==> config.mk <==
export PLATFORM = sky130hd
export DESIGN_NAME = trellisTop
export DESIGN_NICKNAME = d
export VERILOG_FILES = /design/src/source/trellisTopPkg.sv /design/src/source/trellisTop.sv /design/src/source/dacChannel.sv /design/src/source/miscControl.sv /design/src/source/hostBus.sv
export VERILOG_INCLUDE_DIRS = /design/src /design/src/source
export SDC_FILE = /design/constraint.sdc
export NUM_CORES = 1
export LEC_CHECK = 0
export BUFFER_PORTS_ARGS = -buffer_cell sky130_fd_sc_hd__clkbuf_2
export CORE_MARGIN = 8
export CORE_UTILIZATION = 47
export CTS_CLUSTER_SIZE = 14
export DETAILED_ROUTE_END_ITERATION = 16
export PLACE_DENSITY = 0.76
export REMOVE_ABC_BUFFERS = 1
export SLEW_MARGIN = 25
export SYNTH_ARGS = -nofsm -noshare
export SYNTH_HDL_FRONTEND = slang
export SYNTH_HIERARCHICAL = 1
export SYNTH_SLANG_ARGS = --single-unit
==> constraint.sdc <==
create_clock -name ck933 -period 1.9 [get_ports ck933]
set_clock_uncertainty 0.1 [all_clocks]
set_input_delay 0.285 -clock ck933 [delete_from_list [all_inputs] [get_ports ck933]]
set_output_delay 0.285 -clock ck933 [all_outputs]
set_load 0.05 [all_outputs]
==> src/source/trellisTop_cfg.svh <==
// Fixed build constants for the trellis top level
// Channel count and widths are not parameters of any module

`ifndef TRELLIS_TOP_CFG_SVH
`define TRELLIS_TOP_CFG_SVH

// **************************************************
// Host bus
// **************************************************

// Data bus width, a 32-bit register is read as two halves
`define TRELLIS_DATA_WIDTH 16

// Byte address, bit 0 is not decoded
`define TRELLIS_ADDR_WIDTH 12

// **************************************************
// Sample streams and DAC outputs
// **************************************************

`define TRELLIS_SAMPLE_WIDTH 18
`define TRELLIS_DAC_WIDTH 14
`define TRELLIS_DAC_CHANNELS 3

// **************************************************
// Misc space
// **************************************************

// Shown in the upper half of the version register
`define TRELLIS_VERSION 16'h009b

// Soft reset pulse length in ck933 cycles
`define TRELLIS_RESET_CYCLES 6

`endif
==> src/source/trellisTopPkg.sv <==
// Enum types shared by the host bus, misc block and DAC channels
// Encodings follow the legacy address map

package trellisTopPkg;

  // **************************************************
  // Address spaces, decoded from addr[11:8]
  // **************************************************

  typedef enum logic [3:0] {
    spaceMisc   = 4'h0,
    spaceDacSel = 4'h1,
    // Any other code lands here after decode
    spaceNone   = 4'hf
  } addrSpace_t;

  // **************************************************
  // Misc registers, decoded from addr[7:2]
  // **************************************************

  typedef enum logic [5:0] {
    // Read triggers the soft reset pulse
    miscReset   = 6'd0,
    miscVersion = 6'd1,
    // Write restarts the counter, read returns the capture
    miscClock   = 6'd2
  } miscReg_t;

  // **************************************************
  // DAC source codes
  // **************************************************

  // Codes 5 to 15 are not named and select the demod stream
  typedef enum logic [3:0] {
    srcDemod        = 4'd0,
    srcTrellisI     = 4'd1,
    srcTrellisQ     = 4'd2,
    srcTrellisPhErr = 4'd3,
    srcTrellisIndex = 4'd4
  } dacSource_t;

endpackage

==> src/source/trellisTop.sv <==
// Host control and DAC output side of the trellis demodulator
// Sample streams arrive strobe-qualified and cannot be stalled

`include "trellisTop_cfg.svh"

module trellisTop
  import trellisTopPkg::*;
(
  input  logic                             ck933,
  input  logic                             clockCounterEn,
  input  logic                             nCs_i,
  input  logic                             nWe_i,
  input  logic                             nRd_i,
  input  logic [`TRELLIS_ADDR_WIDTH-1:0]   addr_i,
  input  logic [`TRELLIS_DATA_WIDTH-1:0]   wrData_i,
  input  logic [`TRELLIS_SAMPLE_WIDTH-1:0] demodSample_i [`TRELLIS_DAC_CHANNELS],
  input  logic                             demodSync_i [`TRELLIS_DAC_CHANNELS],
  input  logic [`TRELLIS_SAMPLE_WIDTH-1:0] trellisSample_i [`TRELLIS_DAC_CHANNELS],
  input  logic                             trellisSync_i [`TRELLIS_DAC_CHANNELS],
  output logic [`TRELLIS_DATA_WIDTH-1:0]   rdData_o,
  output logic [`TRELLIS_DAC_WIDTH-1:0]    dacData_o [`TRELLIS_DAC_CHANNELS],
  output logic                             dacRst_o
);

  logic [2*`TRELLIS_DATA_WIDTH-1:0] miscData;
  logic                             miscWrite;
  logic                             miscReadStart;
  logic                             miscAccessStart;
  miscReg_t                         miscReg;
  logic                             softReset;
  logic                             chipReset;
  dacSource_t                       dacSource [`TRELLIS_DAC_CHANNELS];

  // Power-on reset or the stretched soft reset
  assign chipReset = clockCounterEn | softReset;
  assign dacRst_o  = chipReset;

  // **************************************************
  // Host bus and misc space
  // **************************************************

  hostBus i_hostBus (
    .ck933             (ck933),
    .clockCounterEn    (clockCounterEn),
    .nCs_i             (nCs_i),
    .nWe_i             (nWe_i),
    .nRd_i             (nRd_i),
    .addr_i            (addr_i),
    .wrData_i          (wrData_i),
    .miscData_i        (miscData),
    .softReset_i       (softReset),
    .rdData_o          (rdData_o),
    .miscWrite_o       (miscWrite),
    .miscReadStart_o   (miscReadStart),
    .miscAccessStart_o (miscAccessStart),
    .miscReg_o         (miscReg),
    .dacSource_o       (dacSource)
  );

  miscControl i_miscControl (
    .ck933             (ck933),
    .clockCounterEn    (clockCounterEn),
    .miscWrite_i       (miscWrite),
    .miscReadStart_i   (miscReadStart),
    .miscAccessStart_i (miscAccessStart),
    .miscReg_i         (miscReg),
    .miscData_o        (miscData),
    .softReset_o       (softReset)
  );

  // **************************************************
  // DAC channels
  // **************************************************

  for (genvar i = 0; i < `TRELLIS_DAC_CHANNELS; i++) begin : gDac
    dacChannel i_dacChannel (
      .ck933           (ck933),
      .chanReset_i     (chipReset),
      .dacSource_i     (dacSource[i]),
      .demodSample_i   (demodSample_i[i]),
      .demodSync_i     (demodSync_i[i]),
      .trellisSample_i (trellisSample_i[i]),
      .trellisSync_i   (trellisSync_i[i]),
      .dacData_o       (dacData_o[i])
    );
  end

endmodule

==> src/source/dacChannel.sv <==
// One DAC output channel, two register stages from sample to pin
// Output is offset binary taken from the top bits of the sample

`include "trellisTop_cfg.svh"

module dacChannel
  import trellisTopPkg::*;
(
  input  logic                             ck933,
  input  logic                             chanReset_i,
  input  dacSource_t                       dacSource_i,
  input  logic [`TRELLIS_SAMPLE_WIDTH-1:0] demodSample_i,
  input  logic                             demodSync_i,
  input  logic [`TRELLIS_SAMPLE_WIDTH-1:0] trellisSample_i,
  input  logic                             trellisSync_i,
  output logic [`TRELLIS_DAC_WIDTH-1:0]    dacData_o
);

  logic                             useTrellis;
  logic [`TRELLIS_SAMPLE_WIDTH-1:0] selSample;
  logic                             selSync;

  // Trellis codes pick the trellis stream, anything else the demod
  always_comb begin
    case (dacSource_i)
      srcTrellisI, srcTrellisQ, srcTrellisPhErr, srcTrellisIndex: useTrellis = 1'b1;
      default: useTrellis = 1'b0;
    endcase
  end

  // **************************************************
  // Stage 1: source select
  // **************************************************

  always_ff @(posedge ck933 or posedge chanReset_i) begin
    if (chanReset_i) begin
      selSync <= 1'b0;
    end else begin
      selSync <= useTrellis ? trellisSync_i : demodSync_i;
    end
  end

  always_ff @(posedge ck933) begin
    selSample <= useTrellis ? trellisSample_i : demodSample_i;
  end

  // **************************************************
  // Stage 2: offset binary output
  // **************************************************

  // Inverting the sign bit turns two's complement into offset binary
  always_ff @(posedge ck933 or posedge chanReset_i) begin
    if (chanReset_i) begin
      dacData_o <= '0;
    end else if (selSync) begin
      dacData_o <= {~selSample[`TRELLIS_SAMPLE_WIDTH-1],
                    selSample[`TRELLIS_SAMPLE_WIDTH-2 -: `TRELLIS_DAC_WIDTH-1]};
    end
  end

endmodule

==> src/source/miscControl.sv <==
// Misc register space: version, clock counter with capture, soft reset
// Only the power-on reset clears this block, so the stretcher runs to its end

`include "trellisTop_cfg.svh"

module miscControl
  import trellisTopPkg::*;
(
  input  logic                              ck933,
  input  logic                              clockCounterEn,
  input  logic                              miscWrite_i,
  input  logic                              miscReadStart_i,
  input  logic                              miscAccessStart_i,
  input  miscReg_t                          miscReg_i,
  output logic [2*`TRELLIS_DATA_WIDTH-1:0]  miscData_o,
  output logic                              softReset_o
);

  localparam int stretchWidth = $clog2(`TRELLIS_RESET_CYCLES);

  logic [2*`TRELLIS_DATA_WIDTH-1:0] clockCount;
  logic [2*`TRELLIS_DATA_WIDTH-1:0] clockHold;
  logic [stretchWidth-1:0]          stretchCount;
  logic                             clockRestart;
  logic                             resetRequest;

  assign clockRestart = miscWrite_i & (miscReg_i == miscClock);
  assign resetRequest = miscReadStart_i & (miscReg_i == miscReset);

  // **************************************************
  // Free-running clock counter
  // **************************************************

  // Zero at the write edge, then one count per edge
  always_ff @(posedge ck933 or posedge clockCounterEn) begin
    if (clockCounterEn) begin
      clockCount <= '0;
    end else if (clockRestart) begin
      clockCount <= '0;
    end else begin
      clockCount <= clockCount + 1'b1;
    end
  end

  // Capture on the first edge of any misc access
  // Holds the count of edges since the restart edge
  always_ff @(posedge ck933 or posedge clockCounterEn) begin
    if (clockCounterEn) begin
      clockHold <= '0;
    end else if (miscAccessStart_i) begin
      clockHold <= clockCount;
    end
  end

  // **************************************************
  // Soft reset stretcher
  // **************************************************

  // Flag rises the cycle after the read start
  // and stays high for RESET_CYCLES cycles
  always_ff @(posedge ck933 or posedge clockCounterEn) begin
    if (clockCounterEn) begin
      stretchCount <= '0;
      softReset_o  <= 1'b0;
    end else if (resetRequest) begin
      stretchCount <= stretchWidth'(`TRELLIS_RESET_CYCLES - 1);
      softReset_o  <= 1'b1;
    end else if (stretchCount != '0) begin
      stretchCount <= stretchCount - 1'b1;
    end else begin
      softReset_o  <= 1'b0;
    end
  end

  // **************************************************
  // Read data
  // **************************************************

  always_comb begin
    case (miscReg_i)
      miscVersion: begin
        miscData_o = {`TRELLIS_VERSION, {`TRELLIS_DATA_WIDTH{1'b0}}};
      end
      miscClock: begin
        miscData_o = clockHold;
      end
      // Reset register and unused slots read zero
      default: begin
        miscData_o = '0;
      end
    endcase
  end

endmodule

==> src/source/hostBus.sv <==
// Host bus sampled on ck933, the host holds signals across one rising edge
// Read data is combinational while nCs and nRd are low, zero otherwise
// Unmapped addresses read as zero

`include "trellisTop_cfg.svh"

module hostBus
  import trellisTopPkg::*;
(
  input  logic                              ck933,
  input  logic                              clockCounterEn,
  input  logic                              nCs_i,
  input  logic                              nWe_i,
  input  logic                              nRd_i,
  input  logic [`TRELLIS_ADDR_WIDTH-1:0]    addr_i,
  input  logic [`TRELLIS_DATA_WIDTH-1:0]    wrData_i,
  input  logic [2*`TRELLIS_DATA_WIDTH-1:0]  miscData_i,
  input  logic                              softReset_i,
  output logic [`TRELLIS_DATA_WIDTH-1:0]    rdData_o,
  output logic                              miscWrite_o,
  output logic                              miscReadStart_o,
  output logic                              miscAccessStart_o,
  output miscReg_t                          miscReg_o,
  output dacSource_t                        dacSource_o [`TRELLIS_DAC_CHANNELS]
);

  addrSpace_t space;
  logic       csActive;
  logic       csPrev;
  logic       accessStart;
  logic       wrStrobe;
  logic       rdActive;
  logic       inMisc;
  logic       inDacSel;
  logic [1:0] chanSel;
  logic       chanValid;
  logic       sourceReset;

  // **************************************************
  // Address decode
  // **************************************************

  always_comb begin
    case (addrSpace_t'(addr_i[11:8]))
      spaceMisc:   space = spaceMisc;
      spaceDacSel: space = spaceDacSel;
      default:     space = spaceNone;
    endcase
  end

  assign inMisc    = (space == spaceMisc);
  assign inDacSel  = (space == spaceDacSel);
  assign miscReg_o = miscReg_t'(addr_i[7:2]);

  // Channel index for the DAC select registers
  assign chanSel   = addr_i[3:2];
  assign chanValid = (chanSel < `TRELLIS_DAC_CHANNELS);

  // **************************************************
  // Access strobes
  // **************************************************

  assign csActive = ~nCs_i;
  assign wrStrobe = csActive & ~nWe_i;
  assign rdActive = csActive & ~nRd_i;

  // Previous chip select marks the first edge of an access
  always_ff @(posedge ck933 or posedge clockCounterEn) begin
    if (clockCounterEn) begin
      csPrev <= 1'b0;
    end else begin
      csPrev <= csActive;
    end
  end

  assign accessStart       = csActive & ~csPrev;
  assign miscWrite_o       = wrStrobe & inMisc;
  assign miscAccessStart_o = accessStart & inMisc;
  assign miscReadStart_o   = miscAccessStart_o & ~nRd_i;

  // **************************************************
  // DAC source registers
  // **************************************************

  // Cleared by power-on reset and by the soft reset pulse
  assign sourceReset = clockCounterEn | softReset_i;

  always_ff @(posedge ck933 or posedge sourceReset) begin
    if (sourceReset) begin
      for (int i = 0; i < `TRELLIS_DAC_CHANNELS; i++) begin
        dacSource_o[i] <= srcDemod;
      end
    end else if (wrStrobe && inDacSel && chanValid) begin
      // Unnamed codes are kept as written
      dacSource_o[chanSel] <= dacSource_t'(wrData_i[3:0]);
    end
  end

  // **************************************************
  // Read data mux
  // **************************************************

  always_comb begin
    rdData_o = '0;
    if (rdActive) begin
      case (space)
        spaceMisc: begin
          // addr[1] picks the upper half
          if (addr_i[1]) begin
            rdData_o = miscData_i[2*`TRELLIS_DATA_WIDTH-1:`TRELLIS_DATA_WIDTH];
          end else begin
            rdData_o = miscData_i[`TRELLIS_DATA_WIDTH-1:0];
          end
        end
        spaceDacSel: begin
          if (chanValid) begin
            rdData_o = {{(`TRELLIS_DATA_WIDTH-4){1'b0}}, dacSource_o[chanSel]};
          end
        end
        default: rdData_o = '0;
      endcase
    end
  end

endmodule

### After elaboration in Yosys (flattened, before gate mapping)

Cells that the tools add are included.

* flip-flop bits (word level): 180
* bits of input ports: 147
* output and inout bits: 59
* word-level logic and storage cells: 93

* add/subtract/negate cells: 2
* magnitude comparators: 3
* equality and inequality tests: 17
* multiplexer cells: 26
* bitwise operators: 17
* reductions and logical operators: 11

Operators with widths (count)
* $pmux W32 S2: 1
* $mux W18: 3
* $add A32 B1 Y32 const B: 1
* $mux W16: 2
* $mux W32: 1
* $pmux W16 S2: 1
* $eq A4 B2 Y1 const B: 6
* $eq A4 B1 Y1 const B: 5
* $mux W4: 4
* $bwmux W12: 1
* $eq A4 B3 Y1 const B: 3
* $reduce_or A4 Y1: 3
* $and A1 B1 Y1: 8
* $bmux W4 S2: 1
* $demux W4 S2: 1
* $logic_not A4 Y1: 2
* $mux W1: 8
* $pmux W4 S2: 1
* $not A1 Y1: 7
* $eq A6 B1 Y1 const B: 1
* $eq A6 B2 Y1 const B: 1
* $logic_not A6 Y1: 1
* $mux W3: 2
* $ge A3 B3 Y1 const B: 1
* 9 further kinds: 11

### Longest topological paths before layout

Gate-level depths: netlist (run 1).

* depth in word-level cells: 7
* mapped depth: 7
* gate-level depth less buffers: 6

### Cells and area by module

Netlist (run 1), hierarchy kept.

Modules (own cells, without submodules)
* miscControl: instances 1, cells an instance 305, area an instance 3295.7 um^2, seq. area each 1701.6 um^2
* dacChannel: instances 3, cells an instance 66, area an instance 1081.0 um^2, seq. area each 655.6 um^2
* hostBus: instances 1, cells an instance 94, area an instance 962.2 um^2, seq. area each 325.3 um^2
* trellisTop: instances 1, cells an instance 1, area an instance 6.3 um^2, seq. area each 0.0 um^2

### Worst setup path before layout (run 1)

OpenSTA, ideal clock, no wires.

* kind: in2out
* from: input addr_i[7]
* to: output rdData_o[2]
* data arrival time: 2.351 ns
* data required time: 1.515 ns
* slack: -0.836 ns
* cell stages on the path: 7
* buffers on the path: 3
* path through: buf_4 -> nor4_1 -> clkbuf_1 -> clkbuf_1 -> and3_1 -> mux2i_1 -> o22ai_1

* cells in the longest elaborated chain, start to end: 5
* elaborated cells between the ends (all ways): 6
* classes of those cells: eq/ne (2); mux (4)

RTL lines
* from (decl): RTL line trellisTop.sv:14 `` input logic [`TRELLIS_ADDR_WIDTH-1:0] addr_i, ``
* $eq A6 B2 Y1 / $eq A6 B1 Y1 (equally long branches): RTL line miscControl.sv:80 `case (miscReg_i)`
* $pmux W32 S2 *: RTL line miscControl.sv:80
* net miscData[18]: RTL line trellisTop.sv:25 `` logic [2*`TRELLIS_DATA_WIDTH-1:0] miscData; ``
* $mux W16 *: RTL line hostBus.sv:109 `if (addr_i[1]) begin`
* $pmux W16 S2 *: RTL line hostBus.sv:106 `case (space)`
* $mux W16 *: RTL line hostBus.sv:105 `if (rdActive) begin`
* to (decl): RTL line trellisTop.sv:20 `` output logic [`TRELLIS_DATA_WIDTH-1:0] rdData_o, ``

Mark *: on every way through the listed nets, which the timed path passes. The rest lies on a longest branch.

### Final worst setup path (run 1)

* from: input addr_i[7]
* to: output rdData_o[1]

The elaborated chain is that of the path after synthesis.

==> metrics, run 1 <==
R2R depth 5; gr usage total 0.224; drt total wl approximately 23,000 µm; Hold Fails Final Rpt 0; CTS HTree Levels 4; Crit-path slowest cell nor4_4; CTS tree built; failing checks negative setup slack; most common cell in the netlist dfrtp_1; Peak supply drop roughly 0.73 mV; synthesized instance count about 600; YS warnings 6; dpl ws -177 ps; measured slew at the worst slew-check pin 655 ps; CP Capture Type output pin; post-DP HPWL around 13,000 µm; first-pass GRT wire length about 35,000 µm; Vias per Instance 5.28; Commonest cells post-synth dfrtp_1, mux2_2, dfxtp_1; cell mode on critical path buf_6; Max Root-Sink Buffers 2; Max Cap Viol 0; unrepaired setup endpoints after global routing yes; initial core utilization 0.476; crit-path max cell delay just under 300 ps; syn_area_per_cell ~13 µm²; Die Span Y ~140 µm; port bufs ~170; hold_sp wrData_i[3]; final critical-path share of the clock period 1.12; TritonRoute pass-1 iters 4; Setup Viol. Count Final 26; Tmin final around 2100 ps; Syn-to-layout area delta 46.1%; final setup TNS -2530 ps; later-pin clock latency in the skew report approximately 440 ps; core area between 15,000 and 20,000 µm²; Critical R2R Launch i_miscControl/clockCount[11]; antenna viol nets, final 0; final worst slack -224 ps; cell area after placement between 9000 and 10,000 µm²; CP Class in -> out; clk root buf clkbuf_16; crit path launch addr_i[7]; Hold WS between 20 and 25 ps; Slew HR 0.564; DIE WIDTH 142 µm; GPL Wtd Cong between 0.8 and 0.9; # nets final approximately 1,100; flip-flop and latch count after synthesis roughly 170; share of cells above drive strength 1 0.484; Post-route DRC 0; Critical Path RT roughly 1500 ps; # clock sinks 168; clk slew on worst S/H paths about 70 ps; WL per Instance about 20 µm; DRT iter0 DRCs roughly 370; hold depth 2; top cells by area, synth dfrtp_1, mux2_2, dfxtp_1; full die area 20,300 µm²; Mapped Area 7510 µm²; total power roughly 11 mW; sequential share of the synthesized area 0.532; vias in the first global route around 6,400; CTS Buf Count 17; EDFF count, synth 0; Design Area, Final 11,000 µm²; Worst Hold End i_hostBus/dacSource_o[11]; outcome complete, but fails checks; worst-path maximum fanout 5; power per cell area 1010 nW/µm²; leakage 5.16 nW; row count 46; critical path arrival roughly 1700 ps; largest net degree at the start of global routing 69; initial antenna violation count 5; io pins a little over 200; Synth Flop Type dfrtp_1; Startpoint Class primary input; vias after detailed routing 5,986; Post-synth ARST share 0.750; R2R Setup Slk -150 ps; min-delay worst type in -> reg; worst-path cell chain buf_6 -> nor4_4 -> buf_6 -> and3b_2 -> a21o_1 -> mux2i_1 -> o22ai_1 -> buf_4 -> buf_12; fmax 471 MHz; area leader, netlist dfrtp_1; Slew Limit Fails 0; Yosys cell types between 40 and 50; reg2reg end i_miscControl/clockCount[28]; Yosys top cell area share 0.420; Remaining Overflow, GRT 0
[cells in the final DEF (no fill, tap or decap), types with 17 or more instances in the layout]
master,n
dfrtp_1,126
mux2_2,98
clkbuf_16,17
and3_1,30
mux2i_1,23
nor2_1,19
buf_4,50
dfxtp_1,42
mux2_4,30
buf_12,23
clkbuf_2,150
dlygate4sd3_1,90
[what timing repair did]
item / 4_1_cts / 5_1_grt
pin swaps: 31 / 16
setup endpoints to repair: 27 / 32
hold buffers: 90 / 0
resized for setup: 28 / 45
hold endpoints to repair: 127 / 0
cloned: 3 / 0
setup buffers: 8 / 5
[worst max-delay path by stage]
stage | end | slack, ps | cells after the start
5_1_grt | rdData_o[1] | -240 | 9
3_5_place_dp | i_miscControl/clockHold[4] | -180 | 7
3_3_place_gp | rdData_o[1] | -150 | 9
6_report | rdData_o[1] | -220 | 9
4_1_cts | rdData_o[1] | -220 | 9
2_1_floorplan | rdData_o[0] | -1740 | 5
[stage by stage]
step | instances | util
4_1_cts | 1125 | 0.682
3_5_place_dp | 992 | 0.574
6_report | 1133 | 0.695
2_1_floorplan | 557 | -
3_3_place_gp | 992 | 0.574
5_1_grt | 1132 | 0.695
[worst max-delay path: cells and delay by family]
| kind | cells | cell delay [ps] |
|---|---|---|
| muxes | 1 | 90 |
| and+or+nand+nor | 2 | 520 |
| AOI/OAI and AO/OA | 2 | 290 |
| buffers and inverters | 4 | 550 |
[routing by layer]
metal	part of all wire	up-vias	track usage
li1	-	2755	-
met1	0.38	2975	0.243
met2	0.53	199	0.398
met3	0.058	53	0.0627
met4	0.032	4	0.105
met5	0.00093	-	0
[state kept, by name, indices dropped and copies added, names as in the netlist, 3 cells and up]
signal and cells:
gDac.i_dacChannel/dacData_o 42, gDac.i_dacChannel/selSample 42, i_miscControl/clockCount 32, i_miscControl/clockHold 32
i_hostBus/dacSource_o 12, gDac.i_dacChannel/selSync 3, i_miscControl/stretchCount 3
[layout make-up]
| class | instances | area [µm²] |
|---|---|---|
| clock inverters | 15 | 183 |
| fillers | 1082 | 4800 |
| inverters | 16 | 60.1 |
| repair buffers | 322 | 2590 |
| diodes | 4 | 10.0 |
| flip-flops and latches | 168 | 3990 |
| well taps | 216 | 270 |
| clock buffers | 17 | 425 |
| multi-input cells | 375 | 3430 |
[logic make-up after synthesis]
kind of cell | Yosys count | share of synthesized area
AOI/OAI and AO/OA | 50 | 0.0433
xor gates and xnor gates | 13 | 0.0152
adders and majority gates | 3 | 0.00500
buffers and inverters | 57 | 0.0448
DFF | 168 | 0.532
muxes | 154 | 0.242
and+or+nand+nor | 153 | 0.118
[power breakdown]
group | total, mW | switching (mW) | internal [mW]
sequential | 4.64 | 0.430 | 4.21
clock | 3.46 | 1.68 | 1.78
combinational | 3.00 | 1.81 | 1.19
total | 11.1 | 3.92 | 7.18
(Power assumes the default switching activity.)
==> inputs of run 2 (changes only) <==
CTS_CLUSTER_SIZE = 16   (was 14)
REMOVE_ABC_BUFFERS = not set   (was 1)
==> metrics, run 2 (synthesis results as in run 1) <==
dpl ws -245 ps (-68.4 ps); port bufs 168 (unchanged); critical path arrival 2270 ps (+530 ps); total power 11.0 mW (-1.0%); clk root buf clkbuf_16; antenna viol nets, final 0 (unchanged); met3 Use GR 0.0704 (+0.00772); power per cell area 996 nW/µm² (-1.6%); Peak supply drop 0.763 mV (+4.7%); initial core utilization 0.476 (unchanged); DIE WIDTH 142 µm (unchanged); GPL Wtd Cong 0.865 (+7.0%); Setup Viol. Count Final 25 (-3.8%); syn nets 748; Remaining Overflow, GRT 0 (unchanged); Tmin final 2020 ps (-102 ps); largest net degree at the start of global routing 69 (unchanged); final critical-path share of the clock period 1.06 (-0.0534); cell area after placement 9310 µm² (+2.9%); core area 15,800 µm² (unchanged); final setup TNS -1640 ps (+888 ps); min-delay worst type in -> reg; initial antenna violation count 1 (-4); outcome complete, but fails checks; CTS Buf Count 17 (unchanged); Max Root-Sink Buffers 2 (unchanged); vias after detailed routing 6,074 (+1.5%); Max Cap Viol 0 (unchanged); share of cells above drive strength 1 0.499 (+0.0148); CP Capture Type flip-flop; row count 46 (unchanged); TritonRoute pass-1 iters 5 (+1); worst-path maximum fanout 6 (+1); unrepaired setup endpoints after global routing yes; gr usage total 0.219 (-0.00529); Die Span Y 142 µm (unchanged); Vias per Instance 5.38 (+1.9%); CP Class reg -> reg; io pins 206 (unchanged); Startpoint Class flip-flop; first-pass GRT wire length 34,300 µm (-1.4%); crit-path max cell delay 560 ps (+270 ps); Most Crowded Layer GR met2; fmax 494 MHz (+5.0%); later-pin clock latency in the skew report 430 ps (about the same); Util after Layout 0.699 (+0.00389); met2 GRT Util 0.360 (-0.0380); vias in the first global route 6,450 (+1.4%); Critical Path RT 2150 ps (+640 ps); # nets final 1,047 (-0.29%); top flop regs gDac.i_dacChannel/dacData_o: 42 flops, gDac.i_dacChannel/selSample: 42 flops; full die area 20,300 µm² (unchanged); WL per Instance 20.1 µm (+0.61%); CTS HTree Levels 4 (unchanged); grt met1 use 0.247 (+0.00416); Post-route DRC 0 (unchanged); clk slew on worst S/H paths 60 ps (about the same); Syn-to-layout area delta 46.9%; measured slew at the worst slew-check pin 594 ps (-61.0 ps); Slew HR 0.604 (+0.0407); worst-path cell chain nand4_1 -> or4_4 -> or4_1 -> a21oi_1; drt total wl 22,700 µm (+0.17%); final worst slack -122 ps (+102 ps); CTS tree built; Hold Fails Final Rpt 0 (unchanged); Crit-path slowest cell or4_4; Design Area, Final 11,000 µm² (+0.56%); most frequent cells in the layout clkbuf_2, dfrtp_1, mux2_2, dlygate4sd3_1, buf_4; failing checks negative setup slack; leakage 5.10 nW (-1.2%); post-DP HPWL 13,600 µm (+6.3%); # clock sinks 168 (unchanged); Slew Limit Fails 0 (unchanged); commonest non-fill, non-tap cell in the layout clkbuf_2; DRT iter0 DRCs 326 (-11%)
[run 2: changes by cell type in the layout (fill, tap and decap cells not counted), moves of 5 or more]
cell | before | now
and3_1 | 30 | 25
and3_4 | 2 | 7
clkinv_8 | 5 | 0
inv_8 | 6 | 0
mux2i_1 | 23 | 18
mux2i_2 | 3 | 8
nor2_2 | 10 | 1
nor2_4 | 2 | 12
o31ai_1 | 5 | 11
[run 2: repair_timing]
item | CTS | global route
pin swaps | 21 | 13
gates cloned | 2 | 1
setup buffers | 1 | 5
hold endpoints to repair | 124 | 7
hold buffers | 80 | 8
gates resized for setup | 16 | 31
setup endpoints to repair | 25 | 29
[run 2: cell type report]
cell class,instances,area (µm²)
sequential,168,3990
fill,1051,4740
timing repair buffer,319,2570
tap,216,270
inverter,16,63.8
clock buffer,24,513
multi-input combinational,375,3550
clock inverter,8,57.6
antenna,2,5.00
[run 2: metal layers]
layer	part of all wire	wire (µm)
met5	0	0
met1	0.39	8750
met2	0.50	11500
met3	0.075	1710
met4	0.034	783
[run 2: power by group]
group	internal (mW)	switching, mW
logic	1.22	1.83
clock network	1.90	1.39
registers	4.21	0.433
[run 2: final timing paths]
| check | start | to | slack, ps | cells after the start |
|---|---|---|---|---|
| max | i_miscControl/clockCount[16] | i_miscControl/clockCount[30] | -120 | 4 |
| min | demodSample_i[17] | gDac[2].i_dacChannel/selSample[17] | 10 | 2 |
| max reg2reg | i_miscControl/clockCount[16] | i_miscControl/clockCount[30] | -120 | 4 |
| min reg2reg | i_miscControl/softReset_o | i_hostBus/dacSource_o[8] | 260 | 2 |
| max in group asynchronous | i_miscControl/softReset_o | gDac[1].i_dacChannel/dacData_o[0] | 710 | 2 |
| min in group asynchronous | clockCounterEn | gDac[0].i_dacChannel/dacData_o[13] | 160 | 3 |
[run 2: critical path: cells and delay by family, from the launching register on]
kind / cells / cell delay, ps
compound gates: 1 / 160
flops: 1 / 370
simple gates: 3 / 1320
[run 2: stage by stage]
stage          hold slack, ps  instances
4_1_cts                 0.537       1112
3_3_place_gp             96.0        997
3_5_place_dp              110        997
6_report                 10.2       1128
2_1_floorplan           -86.3        598
5_1_grt                 0.674       1127
==> inputs of run 3 (changes only) <==
RECOVER_POWER = 25   (was not set)
==> metrics, run 3 (synthesis results as in run 1) <==
final critical-path share of the clock period 1.07 (+0.00324); drt total wl 22,700 µm (-0.19%); most frequent cells in the layout clkbuf_2, dfrtp_1, mux2_2, dlygate4sd3_1, buf_4; vias after detailed routing 6,080 (+0.099%); clock network fraction of design power 0.300 (about the same); full die area 20,300 µm² (unchanged); later-pin clock latency in the skew report 430 ps (about the same); leakage 5.09 nW (-0.28%); first-pass GRT wire length 34,300 µm (unchanged); switching part of the total 0.333 (about the same); CTS HTree Levels 4 (unchanged); unrepaired setup endpoints after global routing yes; CP Class reg -> reg; Setup Viol. Count Final 26 (+4.0%); WL per Instance 20.1 µm (-0.19%); # nets final 1,047 (unchanged); gr usage total 0.219 (unchanged); # clock sinks 168 (unchanged); syn nets 748 (unchanged); Startpoint Class flip-flop; Die Span Y 142 µm (unchanged); initial antenna violation count 1 (unchanged); total power 11.0 mW (about the same); Critical Path RT 2150 ps (about the same); outcome complete, but fails checks; Slew Limit Fails 0 (unchanged); CTS tree built; Max Root-Sink Buffers 2 (unchanged); core area 15,800 µm² (unchanged); sw power 3.65 mW (about the same); Peak supply drop 0.763 mV (about the same); Hold Fails Final Rpt 0 (unchanged); failing checks negative setup slack; critical path arrival 2280 ps (about the same); initial core utilization 0.476 (unchanged); Remaining Overflow, GRT 0 (unchanged); clk slew on worst S/H paths 60 ps (about the same); Vias per Instance 5.39 (about the same); Hold WS 10.7 ps (+0.532 ps); vias in the first global route 6,450 (unchanged); DRT iter0 DRCs 353 (+8.3%); row count 46 (unchanged); post-DP HPWL 13,600 µm (unchanged); commonest non-fill, non-tap cell in the layout clkbuf_2; DIE WIDTH 142 µm (unchanged); Syn-to-layout area delta 46.6%; io pins 206 (unchanged); power per cell area 997 nW/µm² (+0.14%); antenna viol nets, final 0 (unchanged); largest net degree at the start of global routing 69 (unchanged); Tmin final 2030 ps (+6.16 ps); Post-route DRC 0 (unchanged); top flop regs gDac.i_dacChannel/dacData_o: 42 flops, gDac.i_dacChannel/selSample: 42 flops; combinational fraction of design power 0.277 (about the same); share of cells above drive strength 1 0.496 (-0.00330); min-delay worst type in -> reg; CTS Buf Count 17 (unchanged); Max Cap Viol 0 (unchanged); worst-path maximum fanout 6 (unchanged); sequential share of power 0.423 (about the same); GPL Wtd Cong 0.865 (unchanged); CP Capture Type flip-flop; final worst slack -129 ps (-6.16 ps); fmax 493 MHz (-0.30%); Slew HR 0.378 (-0.226); clk root buf clkbuf_16; TritonRoute pass-1 iters 4 (-1); port bufs 168 (unchanged); measured slew at the worst slew-check pin 932 ps (+339 ps); internal power 7.32 mW (about the same)
run 3: final cells by class:
cell class,instances,area (µm²)
tap,216,270
multi-input combinational,375,3550
sequential,168,3990
clock buffer,24,513
inverter,16,63.8
fill,1055,4760
timing repair buffer,319,2550
clock inverter,8,57.6
antenna,2,5.00
run 3: final timing paths:
path,startpoint,cells past startpoint,slack (ps),to
max in group asynchronous,clockCounterEn,4,250,i_miscControl/clockHold[16]
max reg2reg,i_miscControl/clockCount[16],4,-130,i_miscControl/clockCount[30]
min in group asynchronous,clockCounterEn,3,180,gDac[0].i_dacChannel/dacData_o[11]
max,i_miscControl/clockCount[16],4,-130,i_miscControl/clockCount[30]
min reg2reg,gDac[1].i_dacChannel/selSample[17],1,310,gDac[1].i_dacChannel/dacData_o[13]
min,demodSample_i[17],2,10,gDac[2].i_dacChannel/selSample[17]
run 3: power groups by stage:
stage	logic (mW)	registers (mW)	clock network, mW
floorplan	1.18	5.52	0
global placement	2.72	4.61	0
detailed placement	2.81	4.67	0
CTS	2.97	4.61	3.35
global route	3.21	4.71	3.51
finish	3.04	4.64	3.30
run 3: timing repair:
action / 4_1_cts / 5_1_grt
cloned: 2 / 1
hold buffers: 80 / 8
buffers inserted: 1 / 5
endpoints found under the setup margin: 25 / 29
pin swaps: 21 / 13
endpoints found under the hold margin: 124 / 7
gates resized for setup: 16 / 31
run 3: worst max-delay path, cell delays in order (launching register included):
cell	delay, ps
dfrtp_1	370
nand4_1	260
or4_4	560
or4_1	500
a21oi_1	160
run 3: through the flow:
| stage | TNS [ps] | instance area (µm²) | instances | setup slack, ps | utilization |
|---|---|---|---|---|---|
| finish | -1710 | 11000 | 1128 | -129 | 0.698 |
| global route | -3270 | 11000 | 1127 | -170 | 0.698 |
| floorplan | -1660 | 7770 | 598 | -114 | - |
| global placement | -8420 | 9310 | 997 | -221 | 0.591 |
| CTS | -1690 | 10800 | 1112 | -128 | 0.684 |
| detailed placement | -11340 | 9310 | 997 | -245 | 0.591 |
run 3: per-layer routing:
metal,GRT usage,wire [µm],vias to the layer above
met4,0.125,803,0
met2,0.360,11400,265
met5,0,0,-
li1,-,-,2736
met3,0.0704,1620,64
met1,0.247,8830,3015
